`config.mk`:
```
export PLATFORM = sky130hd
export DESIGN_NAME = instruction_tracker_top
export DESIGN_NICKNAME = d
export VERILOG_FILES = /design/src/common/id_tracker_pkg.sv /design/src/hdl/instruction_tracker_top.sv /design/src/hdl/metadata_tables.sv /design/src/id_tracking/operand_tracker.sv /design/src/id_tracking/id_allocator.sv /design/src/id_tracking/toggle_memory.sv
export VERILOG_INCLUDE_DIRS = /design/src /design/src/common
export SDC_FILE = /design/constraint.sdc
export NUM_CORES = 1
export LEC_CHECK = 0
export BUFFER_PORTS_ARGS = -buffer_cell sky130_fd_sc_hd__buf_2
export CAP_MARGIN = 0
export CORE_UTILIZATION = 41
export CTS_CLUSTER_SIZE = 40
export DETAILED_ROUTE_END_ITERATION = 6
export PLACE_DENSITY = 0.72
export SYNTH_ARGS = -nofsm -noshare
export SYNTH_HDL_FRONTEND = slang
export SYNTH_SLANG_ARGS = --single-unit
```
`constraint.sdc`:
```
create_clock -name clk -period 3.4 [get_ports clk]
set_input_delay 0.34 -clock clk [delete_from_list [all_inputs] [get_ports clk]]
set_output_delay 0.34 -clock clk [all_outputs]
set_load 0.05 [all_outputs]
```
`src/common/id_tracker_consts.svh`:
```
`ifndef ID_TRACKER_CONSTS_SVH
`define ID_TRACKER_CONSTS_SVH

////////////////////
// ID pool

// Number of instruction IDs, a power of two
`define MAX_IDS 8
// log2 of MAX_IDS
`define ID_W 3

////////////////////
// Port counts

// Register source operands checked at issue
`define READ_PORTS 2
// Retire ports that write the register file
`define COMMIT_PORTS 2
// Holds COMMIT_PORTS plus the non-rd completion
`define COMPLETE_W 2

`endif
```
`src/common/id_tracker_pkg.sv`:
```
`include "id_tracker_consts.svh"

package id_tracker_pkg;

    ////////////////////
    // Instruction ID

    typedef logic [`ID_W-1:0] id_t;

    ////////////////////
    // Instruction word

    // Raw 32-bit word, or the register fields of an R-type layout
    typedef union packed {
        logic [31:0] raw;
        struct packed {
            logic [6:0] funct7;
            logic [4:0] rs2;
            logic [4:0] rs1;
            logic [2:0] funct3;
            logic [4:0] rd;
            logic [6:0] opcode;
        } fields;
    } instr_word_u;

endpackage

```
`src/hdl/instruction_tracker_top.sv`:
```
`timescale 1ns/100ps
`include "id_tracker_consts.svh"

module instruction_tracker_top (
    input logic clk,
    input logic rst,
    input logic fetch_flush,

    // Fetch
    output id_tracker_pkg::id_t pc_id,
    output logic pc_id_available,
    input logic [31:0] if_pc,
    input logic pc_id_assigned,
    output id_tracker_pkg::id_t fetch_id,
    input logic fetch_complete,
    input logic [31:0] fetch_instruction,

    // Decode
    output logic decode_valid,
    output id_tracker_pkg::id_t decode_id,
    output logic [31:0] decode_pc,
    output logic [31:0] decode_instruction,
    input logic decode_advance,

    // Issue
    input logic instruction_issued,
    input logic issue_stage_valid,
    input id_tracker_pkg::id_t issue_id,
    input logic issue_uses_rd,
    input logic [4:0] issue_rd_addr,
    input logic [4:0] issue_rs_addr [`READ_PORTS],
    output id_tracker_pkg::id_t rs_id [`READ_PORTS],
    output logic rs_inuse [`READ_PORTS],
    output logic rs_id_inuse [`READ_PORTS],

    // Completion and writeback
    input logic retired [`COMMIT_PORTS],
    input id_tracker_pkg::id_t ids_retiring [`COMMIT_PORTS],
    input logic nonrd_complete,
    input id_tracker_pkg::id_t nonrd_id,
    output logic [`COMPLETE_W-1:0] retire_inc,
    output logic [4:0] retired_rd_addr [`COMMIT_PORTS],
    output id_tracker_pkg::id_t id_for_rd [`COMMIT_PORTS],
    output logic [31:0] exception_pc
);

    // rd of each operand's last writer, from the rd table
    logic [4:0] rd_of_id [`READ_PORTS];

    id_allocator allocator0 (
        .clk, .rst, .fetch_flush, .pc_id_assigned, .fetch_complete, .decode_advance,
        .instruction_issued, .issue_stage_valid, .issue_id, .retired, .ids_retiring,
        .nonrd_complete, .nonrd_id, .pc_id, .fetch_id, .decode_id, .pc_id_available,
        .decode_valid
    );

    operand_tracker operands0 (
        .clk, .rst, .instruction_issued, .issue_id, .issue_uses_rd, .issue_rd_addr,
        .issue_rs_addr, .retired, .ids_retiring, .retired_rd_addr, .rd_of_id,
        .rs_id, .rs_inuse, .rs_id_inuse, .id_for_rd
    );

    metadata_tables tables0 (
        .clk, .pc_id_assigned, .pc_id, .if_pc, .fetch_complete, .fetch_id,
        .fetch_instruction, .decode_id, .ids_retiring, .rs_id, .retired,
        .nonrd_complete, .nonrd_id, .decode_pc, .decode_instruction,
        .retired_rd_addr, .rd_of_id, .exception_pc, .retire_inc
    );

endmodule

```
`src/hdl/metadata_tables.sv`:
```
`timescale 1ns/100ps
`include "id_tracker_consts.svh"

module metadata_tables (
    input logic clk,
    input logic pc_id_assigned,
    input id_tracker_pkg::id_t pc_id,
    input logic [31:0] if_pc,
    input logic fetch_complete,
    input id_tracker_pkg::id_t fetch_id,
    input logic [31:0] fetch_instruction,
    input id_tracker_pkg::id_t decode_id,
    input id_tracker_pkg::id_t ids_retiring [`COMMIT_PORTS],
    input id_tracker_pkg::id_t rs_id [`READ_PORTS],
    input logic retired [`COMMIT_PORTS],
    input logic nonrd_complete,
    input id_tracker_pkg::id_t nonrd_id,
    output logic [31:0] decode_pc,
    output logic [31:0] decode_instruction,
    output logic [4:0] retired_rd_addr [`COMMIT_PORTS],
    output logic [4:0] rd_of_id [`READ_PORTS],
    output logic [31:0] exception_pc,
    output logic [`COMPLETE_W-1:0] retire_inc
);

    logic [31:0] pc_table [`MAX_IDS];
    logic [31:0] instruction_table [`MAX_IDS];
    logic [4:0] rd_table [`MAX_IDS];

    id_tracker_pkg::instr_word_u fetch_word;
    logic [`COMPLETE_W-1:0] complete_count;

    ////////////////////
    // Table writes

    always_ff @(posedge clk) begin
        if (pc_id_assigned) begin
            pc_table[pc_id] <= if_pc;
        end
    end

    assign fetch_word.raw = fetch_instruction;

    always_ff @(posedge clk) begin
        if (fetch_complete) begin
            instruction_table[fetch_id] <= fetch_word.raw;
            rd_table[fetch_id] <= fetch_word.fields.rd;
        end
    end

    ////////////////////
    // Table reads

    assign decode_pc = pc_table[decode_id];
    assign decode_instruction = instruction_table[decode_id];

    // Trap handling needs the PC of the completing non-rd op
    assign exception_pc = pc_table[nonrd_id];

    always_comb begin
        for (int p = 0; p < `COMMIT_PORTS; p++) begin
            retired_rd_addr[p] = rd_table[ids_retiring[p]];
        end
        for (int r = 0; r < `READ_PORTS; r++) begin
            rd_of_id[r] = rd_table[rs_id[r]];
        end
    end

    // Completions this cycle, reported one cycle later
    always_comb begin
        complete_count = `COMPLETE_W'(nonrd_complete);
        for (int p = 0; p < `COMMIT_PORTS; p++) begin
            complete_count = complete_count + `COMPLETE_W'(retired[p]);
        end
    end

    always_ff @(posedge clk) begin
        retire_inc <= complete_count;
    end

endmodule

```
`src/id_tracking/operand_tracker.sv`:
```
`timescale 1ns/100ps
`include "id_tracker_consts.svh"

module operand_tracker (
    input logic clk,
    input logic rst,
    input logic instruction_issued,
    input id_tracker_pkg::id_t issue_id,
    input logic issue_uses_rd,
    input logic [4:0] issue_rd_addr,
    input logic [4:0] issue_rs_addr [`READ_PORTS],
    input logic retired [`COMMIT_PORTS],
    input id_tracker_pkg::id_t ids_retiring [`COMMIT_PORTS],
    input logic [4:0] retired_rd_addr [`COMMIT_PORTS],
    input logic [4:0] rd_of_id [`READ_PORTS],
    output id_tracker_pkg::id_t rs_id [`READ_PORTS],
    output logic rs_inuse [`READ_PORTS],
    output logic rs_id_inuse [`READ_PORTS],
    output id_tracker_pkg::id_t id_for_rd [`COMMIT_PORTS]
);

    logic writer_issue;
    logic issued_status_rs [`READ_PORTS];
    logic [`COMMIT_PORTS-1:0] retired_status_rs [`READ_PORTS];
    logic [`MAX_IDS-1:0] writer_pending;

    // Most recent issued writer of each register
    id_tracker_pkg::id_t rd_to_id_table [32] = '{default: '0};

    assign writer_issue = instruction_issued & issue_uses_rd;

    // x0 never gets a writer entry
    always_ff @(posedge clk) begin
        if (writer_issue && (issue_rd_addr != 5'd0)) begin
            rd_to_id_table[issue_rd_addr] <= issue_id;
        end
    end

    ////////////////////
    // Per-operand status

    for (genvar r = 0; r < `READ_PORTS; r++) begin : g_read
        toggle_memory issued_mem (
            .clk, .rst,
            .toggle(writer_issue),
            .toggle_id(issue_id),
            .read_id(rs_id[r]),
            .read_data(issued_status_rs[r])
        );

        for (genvar p = 0; p < `COMMIT_PORTS; p++) begin : g_commit
            toggle_memory retired_mem (
                .clk, .rst,
                .toggle(retired[p]),
                .toggle_id(ids_retiring[p]),
                .read_id(rs_id[r]),
                .read_data(retired_status_rs[r][p])
            );
        end
    end

    // Only register writers sit in the table, so non-rd completions are ignored
    always_comb begin
        for (int r = 0; r < `READ_PORTS; r++) begin
            rs_id[r] = rd_to_id_table[issue_rs_addr[r]];
            rs_inuse[r] = (|issue_rs_addr[r]) & (issue_rs_addr[r] == rd_of_id[r]);
            rs_id_inuse[r] = (|issue_rs_addr[r])
                & (issued_status_rs[r] ^ (^retired_status_rs[r]));
        end
    end

    // Writeback checks whether the retiring ID is still the register's owner
    always_comb begin
        for (int p = 0; p < `COMMIT_PORTS; p++) begin
            id_for_rd[p] = rd_to_id_table[retired_rd_addr[p]];
        end
    end

    ////////////////////
    // Assertions

    // Writers issued and not yet retired
    always_ff @(posedge clk) begin
        if (rst) begin
            writer_pending <= '0;
        end else begin
            for (int p = 0; p < `COMMIT_PORTS; p++) begin
                if (retired[p]) begin
                    writer_pending[ids_retiring[p]] <= 1'b0;
                end
            end
            if (writer_issue) begin
                writer_pending[issue_id] <= 1'b1;
            end
        end
    end

    writer_reissued_assertion:
        assert property (@(posedge clk) disable iff (rst)
            writer_issue |-> !writer_pending[issue_id])
        else $error("Register writer ID issued again before retiring");

endmodule

```
`src/id_tracking/id_allocator.sv`:
```
`timescale 1ns/100ps
`include "id_tracker_consts.svh"

module id_allocator (
    input logic clk,
    input logic rst,
    input logic fetch_flush,
    input logic pc_id_assigned,
    input logic fetch_complete,
    input logic decode_advance,
    input logic instruction_issued,
    input logic issue_stage_valid,
    input id_tracker_pkg::id_t issue_id,
    input logic retired [`COMMIT_PORTS],
    input id_tracker_pkg::id_t ids_retiring [`COMMIT_PORTS],
    input logic nonrd_complete,
    input id_tracker_pkg::id_t nonrd_id,
    output id_tracker_pkg::id_t pc_id,
    output id_tracker_pkg::id_t fetch_id,
    output id_tracker_pkg::id_t decode_id,
    output logic pc_id_available,
    output logic decode_valid
);

    localparam int CNT_W = `ID_W + 1;

    id_tracker_pkg::id_t pc_id_next;
    logic decode_step;
    logic [CNT_W-1:0] fetched_count;
    logic [CNT_W-1:0] assigned_count;
    logic [CNT_W-1:0] assigned_total;
    logic pool_wrapped;

    logic decoded_status;
    logic decoded_issued_status;
    logic issued_status;
    logic nonrd_status;
    logic [`COMMIT_PORTS-1:0] retired_status;
    logic id_not_in_decode_issue;
    logic id_not_inflight;

    ////////////////////
    // ID counters

    // A flush drops everything not yet decoded
    assign decode_step = decode_advance & ~fetch_flush;
    assign pc_id_next = (fetch_flush ? decode_id : pc_id)
        + id_tracker_pkg::id_t'(pc_id_assigned & ~fetch_flush);

    always_ff @(posedge clk) begin
        if (rst) begin
            pc_id <= '0;
            fetch_id <= '0;
            decode_id <= '0;
        end else begin
            pc_id <= pc_id_next;
            fetch_id <= (fetch_flush ? decode_id : fetch_id)
                + id_tracker_pkg::id_t'(fetch_complete & ~fetch_flush);
            decode_id <= decode_id + id_tracker_pkg::id_t'(decode_step);
        end
    end

    // Fetched but not yet decoded
    always_ff @(posedge clk) begin
        if (rst | fetch_flush) begin
            fetched_count <= '0;
        end else begin
            fetched_count <= fetched_count + CNT_W'(fetch_complete) - CNT_W'(decode_advance);
        end
    end

    assign decode_valid = |fetched_count;

    // Assigned but not yet decoded; these IDs have no toggle-memory trace
    always_ff @(posedge clk) begin
        if (rst | fetch_flush) begin
            assigned_count <= '0;
        end else begin
            assigned_count <= assigned_count + CNT_W'(pc_id_assigned) - CNT_W'(decode_advance);
        end
    end

    // Whole pool ahead of decode, so the next ID wraps onto one still pending
    assign assigned_total = assigned_count + CNT_W'(pc_id_assigned);
    assign pool_wrapped = ~fetch_flush & (assigned_total >= CNT_W'(`MAX_IDS));

    ////////////////////
    // Status memories

    // Decoded vs. issued or flushed out of issue
    toggle_memory decoded_mem (
        .clk, .rst,
        .toggle(decode_step),
        .toggle_id(decode_id),
        .read_id(pc_id_next),
        .read_data(decoded_status)
    );

    toggle_memory decoded_issued_mem (
        .clk, .rst,
        .toggle(instruction_issued | (fetch_flush & issue_stage_valid)),
        .toggle_id(issue_id),
        .read_id(pc_id_next),
        .read_data(decoded_issued_status)
    );

    // Issued vs. completed through any single source
    toggle_memory issued_mem (
        .clk, .rst,
        .toggle(instruction_issued),
        .toggle_id(issue_id),
        .read_id(pc_id_next),
        .read_data(issued_status)
    );

    for (genvar p = 0; p < `COMMIT_PORTS; p++) begin : g_retired
        toggle_memory retired_mem (
            .clk, .rst,
            .toggle(retired[p]),
            .toggle_id(ids_retiring[p]),
            .read_id(pc_id_next),
            .read_data(retired_status[p])
        );
    end

    toggle_memory nonrd_mem (
        .clk, .rst,
        .toggle(nonrd_complete),
        .toggle_id(nonrd_id),
        .read_id(pc_id_next),
        .read_data(nonrd_status)
    );

    assign id_not_in_decode_issue = ~(decoded_status ^ decoded_issued_status);
    assign id_not_inflight = ~(issued_status ^ (^retired_status) ^ nonrd_status);

    // Looks one ID ahead, so the flag matches what pc_id will offer
    always_ff @(posedge clk) begin
        if (rst) begin
            pc_id_available <= 1'b1;
        end else begin
            pc_id_available <= id_not_in_decode_issue & id_not_inflight & ~pool_wrapped;
        end
    end

    ////////////////////
    // Assertions

    pc_id_assigned_when_unavailable_assertion:
        assert property (@(posedge clk) disable iff (rst)
            !(pc_id_assigned & ~pc_id_available))
        else $error("ID assigned while none available");

    decode_advance_without_valid_assertion:
        assert property (@(posedge clk) disable iff (rst)
            !(decode_advance & ~decode_valid))
        else $error("Decode advanced with no fetched instruction");

endmodule

```
`src/id_tracking/toggle_memory.sv`:
```
`timescale 1ns/100ps
`include "id_tracker_consts.svh"

module toggle_memory (
    input logic clk,
    input logic rst,
    input logic toggle,
    input id_tracker_pkg::id_t toggle_id,
    input id_tracker_pkg::id_t read_id,
    output logic read_data
);

    // One status bit per ID, all clear at start of run
    logic id_bits [`MAX_IDS] = '{default: 1'b0};

    always_ff @(posedge clk) begin
        if (toggle) begin
            id_bits[toggle_id] <= ~id_bits[toggle_id];
        end
    end

    // Asynchronous read, new value visible the cycle after a toggle
    assign read_data = id_bits[read_id];

    ////////////////////
    // Assertions

    // Strobes from the other blocks always carry a real ID
    toggle_id_known_assertion:
        assert property (@(posedge clk) disable iff (rst)
            toggle |-> !$isunknown(toggle_id))
        else $error("Toggle strobe with unknown ID");

endmodule

```
==> qor.yml, run 1 <==
status: "finished, violations left"
violations: "setup timing"
setup.worst_path.start_class: "flip-flop"
finalPower_uw: 22000
gr-total-overflow: 0
hold_path.class: "input pin to flip-flop"
multi_input_area_um2: 12200
synth_seq_cells: 724
clk_path_buf_depth: 3
via_per_inst: 6.13
ir_drop_mv: 0.626
synth_edf_count: 704
core-area_um2: 82200
p_clk_share_pct: 37.9
vias: 23600
seq_power_share_pct: 45.8
worst_slack_ns: -0.991
io_buffers: 237
pwr-share-comb_pct: 16.3
hpwl_um: 68200
p_per_area_nw_per_um2: 519
track_usage_pct: 24.1
root_buffer: "clkbuf_16"
path_common_cell: "mux4_2"
synth_area_per_cell_um2: 15.5
final-seq-area_um2: 21500
grt_pass1_vias: 24000
switching_share_pct: 26.9
die-height_um: 290
synthCells: 2194
postRouteAntennaNets: 0
setup-violations-final: 10
finClkSkew_ns: 0.0503
syn-cell-area_um2: 34100
wl_um: 104000
die-area_um2: 84300
slew-limit-headroom_pct: 31.7
nets: 2836
drive_gt1_share_pct: 33.3
final.fill_count: 6679
clkLatencyLatePin_ns: 0.64
gp_congestion: 0.943
grt_pass1_wl_um: 152000
critPathSlowestCell: "mux4_2"
rsz0062_at_grt: "true"
antenna_found_initial: 10
clock-sinks: 724
htreeDepth: 3
initial_core_util_pct: 41.5
yosys_warnings: 0
synth-seq-area-share_pct: 63.2
worstPathMaxFanout: 4
rows: 105
fp.dieW_um: 290
worstPathRequired_ns: 3.06
intPower_uw: 16100
grt_max_degree: 60
io_pins: 238
fin_crit_sh_pct: 129
synth_flop_cell: "edfxtp_1"
cp_data_arrival_time_ns: 4.05
tightestPinTransition_ns: 1.02
p_leak_uw: 0.0149
maxCapViolCount: 0
p_switching_uw: 5920
hold_ws_ns: 0.0383
tritoncts: "yes"
cts_made_buffers: 76
end_kind: "primary output"
max_stage_delay_ns: 0.51
drtIter0Drc: 2707
cts.clk_slew.worst_paths_ns: 0.06
fmax_ghz: 0.228
cp_cell_sequence: "buf_4, mux4_2, mux4_2, mux2i_4, nor2_2, a22oi_2, o211ai_2, mux2i_1, or3_4, a2111oi_4, buf_6"
async_flop_share_pct: 0
critPathKind: "flip-flop to primary output"
drc: 0
maxSlewViolCount: 0
first_pass_iters: 7
min_period_ns: 4.39
yosysUniqueCellTypes: 69
area_growth_pct: 24.3
hold_violations: 0
wl_per_cell_um: 26.9
[sequential cells by signal, indices dropped and copies added, names as in the netlist, 4 cells and up]
register                                       count
allocator0.assigned_count                          4
allocator0.decoded_issued_mem.id_bits              8
allocator0.decoded_mem.id_bits                     8
allocator0.fetched_count                           4
allocator0.g_retired.retired_mem.id_bits          16
allocator0.issued_mem.id_bits                      8
allocator0.nonrd_mem.id_bits                       8
operands0.g_read.g_commit.retired_mem.id_bits     32
operands0.g_read.issued_mem.id_bits               16
operands0.rd_to_id_table                          96
tables0.instruction_table                        224
tables0.pc_table                                 256
tables0.rd_table                                  32
[repair_timing]
action	CTS	global route
setup buffers	16	17
pin swaps	12	6
gates resized for setup	58	42
setup endpoints to repair	14	39
hold buffers	61	0
gates cloned	5	1
hold endpoints to repair	487	0
[final cells by class]
| class | instances | share of cell area [%] |
|---|---|---|
| clock inverters | 50 | 1.36 |
| flip-flops and latches | 724 | 50.8 |
| multi-input cells | 1291 | 28.8 |
| well taps | 1070 | 3.16 |
| repair buffers | 593 | 10.9 |
| clock buffers | 92 | 4.63 |
| inverters | 30 | 0.289 |
| diodes | 5 | 0.0295 |
[worst max-delay path, delay by kind of cell, from the launching register on]
kind | cells | cell delay (ns)
buf+inv | 2 | 0.37
mux | 4 | 1.41
compound gates | 3 | 0.74
flops | 1 | 0.40
simple gates | 2 | 0.47
[routing by layer]
| metal | vias to the layer above | wire (um) | track usage (%) |
|---|---|---|---|
| li1 | 10000 | - | - |
| met3 | 233 | 11600 | 5.74 |
| met1 | 11900 | 39600 | 31.5 |
| met4 | 10 | 3500 | 9.26 |
| met5 | - | 57 | 0 |
| met2 | 1458 | 48900 | 38.7 |
[power groups by stage]
| stage | logic [uW] | registers, uW | clock network, uW |
|---|---|---|---|
| after detailed placement | 3280 | 10300 | 0 |
| final | 3580 | 10100 | 8340 |
| after floorplan | 2140 | 10300 | 0 |
| after global routing | 3760 | 10100 | 8780 |
| after CTS | 3490 | 10100 | 8440 |
| after global placement | 3210 | 10200 | 0 |
[Yosys cell counts (all sizes together), types with 2 or more instances]
library cell / count / area (um^2)
nand4b: 3 / 26.3
a211oi: 16 / 125
inv: 29 / 109
mux2: 57 / 642
nor3: 21 / 105
nor2b: 24 / 150
a31oi: 9 / 56.3
o21ai: 21 / 105
dfxtp: 20 / 400
xnor2: 39 / 342
o211ai: 12 / 95.1
and3: 3 / 18.8
nand2: 77 / 289
xor2: 16 / 140
nand3b: 4 / 30.0
a32oi: 2 / 17.5
o221ai: 5 / 43.8
fa: 2 / 40.0
buf: 50 / 282
nand4: 67 / 425
edfxtp: 704 / 21100
ha: 15 / 188
a21oi: 33 / 165
nor2: 133 / 502
nor3b: 4 / 30.0
mux2i: 216 / 2200
clkbuf: 101 / 379
a22oi: 262 / 1970
or2: 9 / 56.3
nand2b: 20 / 125
o21bai: 2 / 15.0
a21o: 2 / 15.0
and2b: 2 / 16.3
a2111oi: 2 / 30.0
nand3: 25 / 130
mux4: 151 / 3440
and2: 4 / 25.0
or3: 5 / 31.3
o22ai: 11 / 68.8
[cells in the final DEF, fill, tap and decap left out, drive strengths merged, types with 21 or more instances in the layout]
| master | synthesis | final |
|---|---|---|
| nand3 | 25 | 25 |
| nor2 | 133 | 133 |
| nor3 | 21 | 21 |
| nor2b | 24 | 24 |
| edfxtp | 704 | 704 |
| nand2 | 77 | 77 |
| xnor2 | 39 | 39 |
| dlygate4sd3 | 0 | 61 |
| buf | 50 | 531 |
| a22oi | 262 | 262 |
| mux2i | 216 | 216 |
| clkbuf | 101 | 93 |
| nand4 | 67 | 67 |
| mux4 | 151 | 151 |
| o21ai | 21 | 21 |
| mux2 | 57 | 57 |
| a21oi | 33 | 33 |
| inv | 29 | 34 |
| clkinv | 1 | 34 |
[cell families (layout without fill, tap and decap cells)]
logic type | count (synthesis) | count (layout) | synth area share [%]
adders and majority gates | 17 | 17 | 0.668
other | 1 | 8 | 0.0110
and+or+nand+nor | 408 | 408 | 5.92
DFF | 724 | 724 | 63.2
buffers and inverters | 181 | 765 | 2.27
xor gates and xnor gates | 55 | 55 | 1.41
AOI/OAI and AO/OA | 384 | 384 | 8.12
muxes | 424 | 424 | 18.4
[metrics by stage]
| stage | setup WS, ns | cells | area (um^2) | TNS, ns | util (%) |
|---|---|---|---|---|---|
| after floorplan | -0.472 | 2196 | 34200 | -0.939 | - |
| after global placement | -0.778 | 3608 | 38500 | -1.96 | 46.8 |
| after detailed placement | -0.788 | 3608 | 38500 | -2.18 | 46.8 |
| after CTS | -0.912 | 3832 | 42100 | -3.98 | 51.2 |
| after global routing | -1.07 | 3851 | 42400 | -5.04 | 51.5 |
| final | -0.991 | 3855 | 42400 | -4.13 | 51.6 |
[worst paths after layout]
| check | startpoint | to | slack, ns | cells after the start |
|---|---|---|---|---|
| setup reg to reg | allocator0.decode_id[1] | allocator0.pc_id_available | 0.64 | 11 |
| setup / recovery | operands0.rd_to_id_table[29][1] | rs_inuse[0] | -0.99 | 11 |
| hold reg to reg | allocator0.fetched_count[3] | allocator0.fetched_count[3] | 0.66 | 4 |
| hold / removal | fetch_instruction[10] | tables0.rd_table[3][3] | 0.04 | 1 |
Power figures use the tool's default switching activity.
==> run 2: changes to the inputs <==
ABC_AREA = 1   (was default)
==> qor.yml, run 2 <==
via_per_inst: 5.88  # -4.1%
io_pins: 238  # unchanged
fp.dieW_um: 294  # +1.3%
rsz0062_at_grt: "true"
htreeDepth: 3  # unchanged
die-height_um: 294  # +1.3%
regMostFlops: "tables0.pc_table"
min_period_ns: 3.39  # -1.00 ns
yosysUniqueCellTypes: 53  # -23%
hpwl_um: 73200  # +7.3%
tns_ns: 0  # +4.13 ns
finClkSkew_ns: 0.0446  # -0.00567 ns
max_stage_delay_ns: 0.42  # -0.09 ns
hold_path.class: "input pin to flip-flop"
initial_core_util_pct: 41.6  # +0.15 points
maxCapViolCount: 0  # unchanged
yosys_warnings: 0  # unchanged
hold_ws_ns: 0.0315  # -0.00677 ns
setup.worst_path.start_class: "flip-flop"
area_growth_pct: 19.5
drtIter0Drc: 3420  # +26%
stdcell_area_um2: 41800  # -1.4%
synth_edf_count: 704  # unchanged
largest_register_ff_count: 256  # unchanged
worstPathRequired_ns: 3.06  # about the same
p_per_area_nw_per_um2: 522  # +0.57%
synthTopCellsByArea: "edfxtp_1 60%, nand2_1 7.1%, nand3_1 3.9%, o21ai_0 3.8%, nor2_1 3.4%"
maxSlewViolCount: 0  # unchanged
io_buffers: 237  # unchanged
path_common_cell: "nand2_1"
final_common_cell: "edfxtp_1"
drc: 0  # unchanged
cts.clk_slew.worst_paths_ns: 0.06  # about the same
antenna_found_initial: 9  # -1
syn-cell-area_um2: 35000  # +2.6%
async_flop_share_pct: 0  # unchanged
tritoncts: "yes"
tightestPinTransition_ns: 0.907  # -0.117 ns
hold_violations: 0  # unchanged
yosysTopAreaCell: "edfxtp_1"
ir_drop_mv: 0.516  # -18%
drive_gt1_share_pct: 16.3  # -17 points
synth.most_common_cell: "edfxtp_1"
fin_crit_sh_pct: 99.7  # -29 points
clkLatencyLatePin_ns: 0.64  # about the same
setup-violations-final: 0  # -10
grt_pass1_vias: 27400  # +14%
worstPathMaxFanout: 7  # +3
status: "completed"
synth_area_per_cell_um2: 10.2  # -34%
synth_flop_cell: "edfxtp_1"
postRouteAntennaNets: 0  # unchanged
placed_cell_area_um2: 37800  # -1.7%
yosysTopAreaCellShare_pct: 60.4  # -1.6 points
vias: 29100  # +23%
cp_cell_sequence: "buf_4, o211ai_1, nand3_1, nand3_4, nand2_8, buf_12, nand3b_1, nand3_2, nand2_1, nand2_1, nand2_1, nand2_2, nand2_1, nand2_1, a21oi_2, buf_4, buf_12"
finalPower_uw: 21800  # -0.83%
final_util_pct: 49.7  # -1.8 points
p_leak_uw: 0.0156  # +4.6%
cp_data_arrival_time_ns: 3.05  # -1.00 ns
largestRegisters: "tables0.pc_table (256), tables0.instruction_table (224), operands0.rd_to_id_table (96)"
grt_max_degree: 90  # +50%
nets: 3884  # +37%
grt_pass1_wl_um: 166000  # +8.9%
clk_path_buf_depth: 3  # unchanged
gr-total-overflow: 0  # unchanged
root_buffer: "clkbuf_16"
track_usage_pct: 25.3  # +1.2 points
end_kind: "primary output"
synthCells: 3426  # +56%
slew-limit-headroom_pct: 39.4  # +7.6 points
gp_congestion: 0.979  # +3.8%
final_cell_mix: "704 x edfxtp_1, 651 x nand2_1, 297 x nor2_1"
critPathKind: "flip-flop to primary output"
fmax_ghz: 0.295  # +30%
critPathSlowestCell: "edfxtp_1"
wl_per_cell_um: 22.7  # -16%
cts_made_buffers: 72  # -5.3%
synth_seq_cells: 724  # unchanged
synth-seq-area-share_pct: 61.6  # -1.6 points
wl_um: 113000  # +8.6%
core-area_um2: 84100  # +2.2%
first_pass_iters: 6  # -1
rows: 106  # +0.95%
die-area_um2: 86500  # +2.6%
ys_top_cells_by_count: "704 x edfxtp_1, 663 x nand2_1, 319 x nor2_1, 276 x nand3_1, 275 x inv_1"
clock-sinks: 724  # unchanged
-- run 2: changes by cell type after synthesis, sizes merged, moves of 194 or more --
cell / change
inv: +260
nand3: +251
o21ai: +265
nor2: +194
mux2i: -216
nand2: +592
-- run 2: power by group --
group	switching, uW	total [uW]	internal, uW
clock	3440	8050	4610
combinational	2630	3690	1060
sequential	81.7	10100	9990
total	6150	21800	15700
-- run 2: worst paths after layout --
check | cells after the start | slack (ns) | to | startpoint
max reg2reg | 15 | 0.41 | allocator0.pc_id_available | allocator0.decode_id[1]
min | 1 | 0.03 | tables0.rd_table[0][2] | fetch_instruction[9]
max | 17 | 0.009 | rs_id_inuse[0] | operands0.rd_to_id_table[12][0]
min reg2reg | 3 | 0.58 | allocator0.assigned_count[3] | allocator0.assigned_count[3]
-- run 2: per-layer routing --
metal	track usage, %	vias up	wire length (um)	part of all wire, %
met1	31.6	13900	41700	37
met2	41.9	1815	53400	47
met5	0	-	36	0.032
met3	5.91	338	12600	11
li1	-	13100	-	-
met4	10.5	6	4920	4.4
-- run 2: final cells by class --
cell class | count | area, um^2
diodes | 5 | 12.5
clock buffers | 89 | 1920
clock inverters | 40 | 503
fillers | 7415 | 42300
inverters | 292 | 1110
multi-input cells | 2217 | 11900
flip-flops and latches | 724 | 21500
well taps | 1134 | 1420
repair buffers | 457 | 3450
-- run 2: kinds of logic after synthesis --
family | count (synthesis) | share of synthesized area [%]
AND/OR/NAND/NOR | 1362 | 16.5
XOR/XNOR | 9 | 0.225
adder cells (fa/ha/maj) | 17 | 0.651
buffers and inverters | 490 | 6.08
flip-flops | 724 | 61.6
other | 1 | 0.0107
AO/OA/AOI/OAI | 823 | 15.0
-- run 2: worst max-delay path: cells and delay by family, from the launching register on --
kind	cells	cell delay, ns
AOI/OAI and AO/OA	2	0.41
buffers and inverters	4	0.61
DFF	1	0.42
and+or+nand+nor	11	0.98
-- run 2: stage by stage --
| stage | std cells | setup WS [ns] |
|---|---|---|
| after floorplan | 3428 | 0.352 |
| after global placement | 4714 | 0.249 |
| after detailed placement | 4714 | 0.225 |
| after CTS | 4919 | 0.00124 |
| after global routing | 4958 | -0.146 |
| final | 4958 | 0.00943 |
-- run 2: repair_timing --
action / CTS / global route
gates resized for setup: 29 / 79
setup buffers: 9 / 26
gates cloned: 3 / 8
endpoints found under the hold margin: 485 / 0
pin swaps: 9 / 31
hold buffers: 64 / 0
setup endpoints to repair: 8 / 16
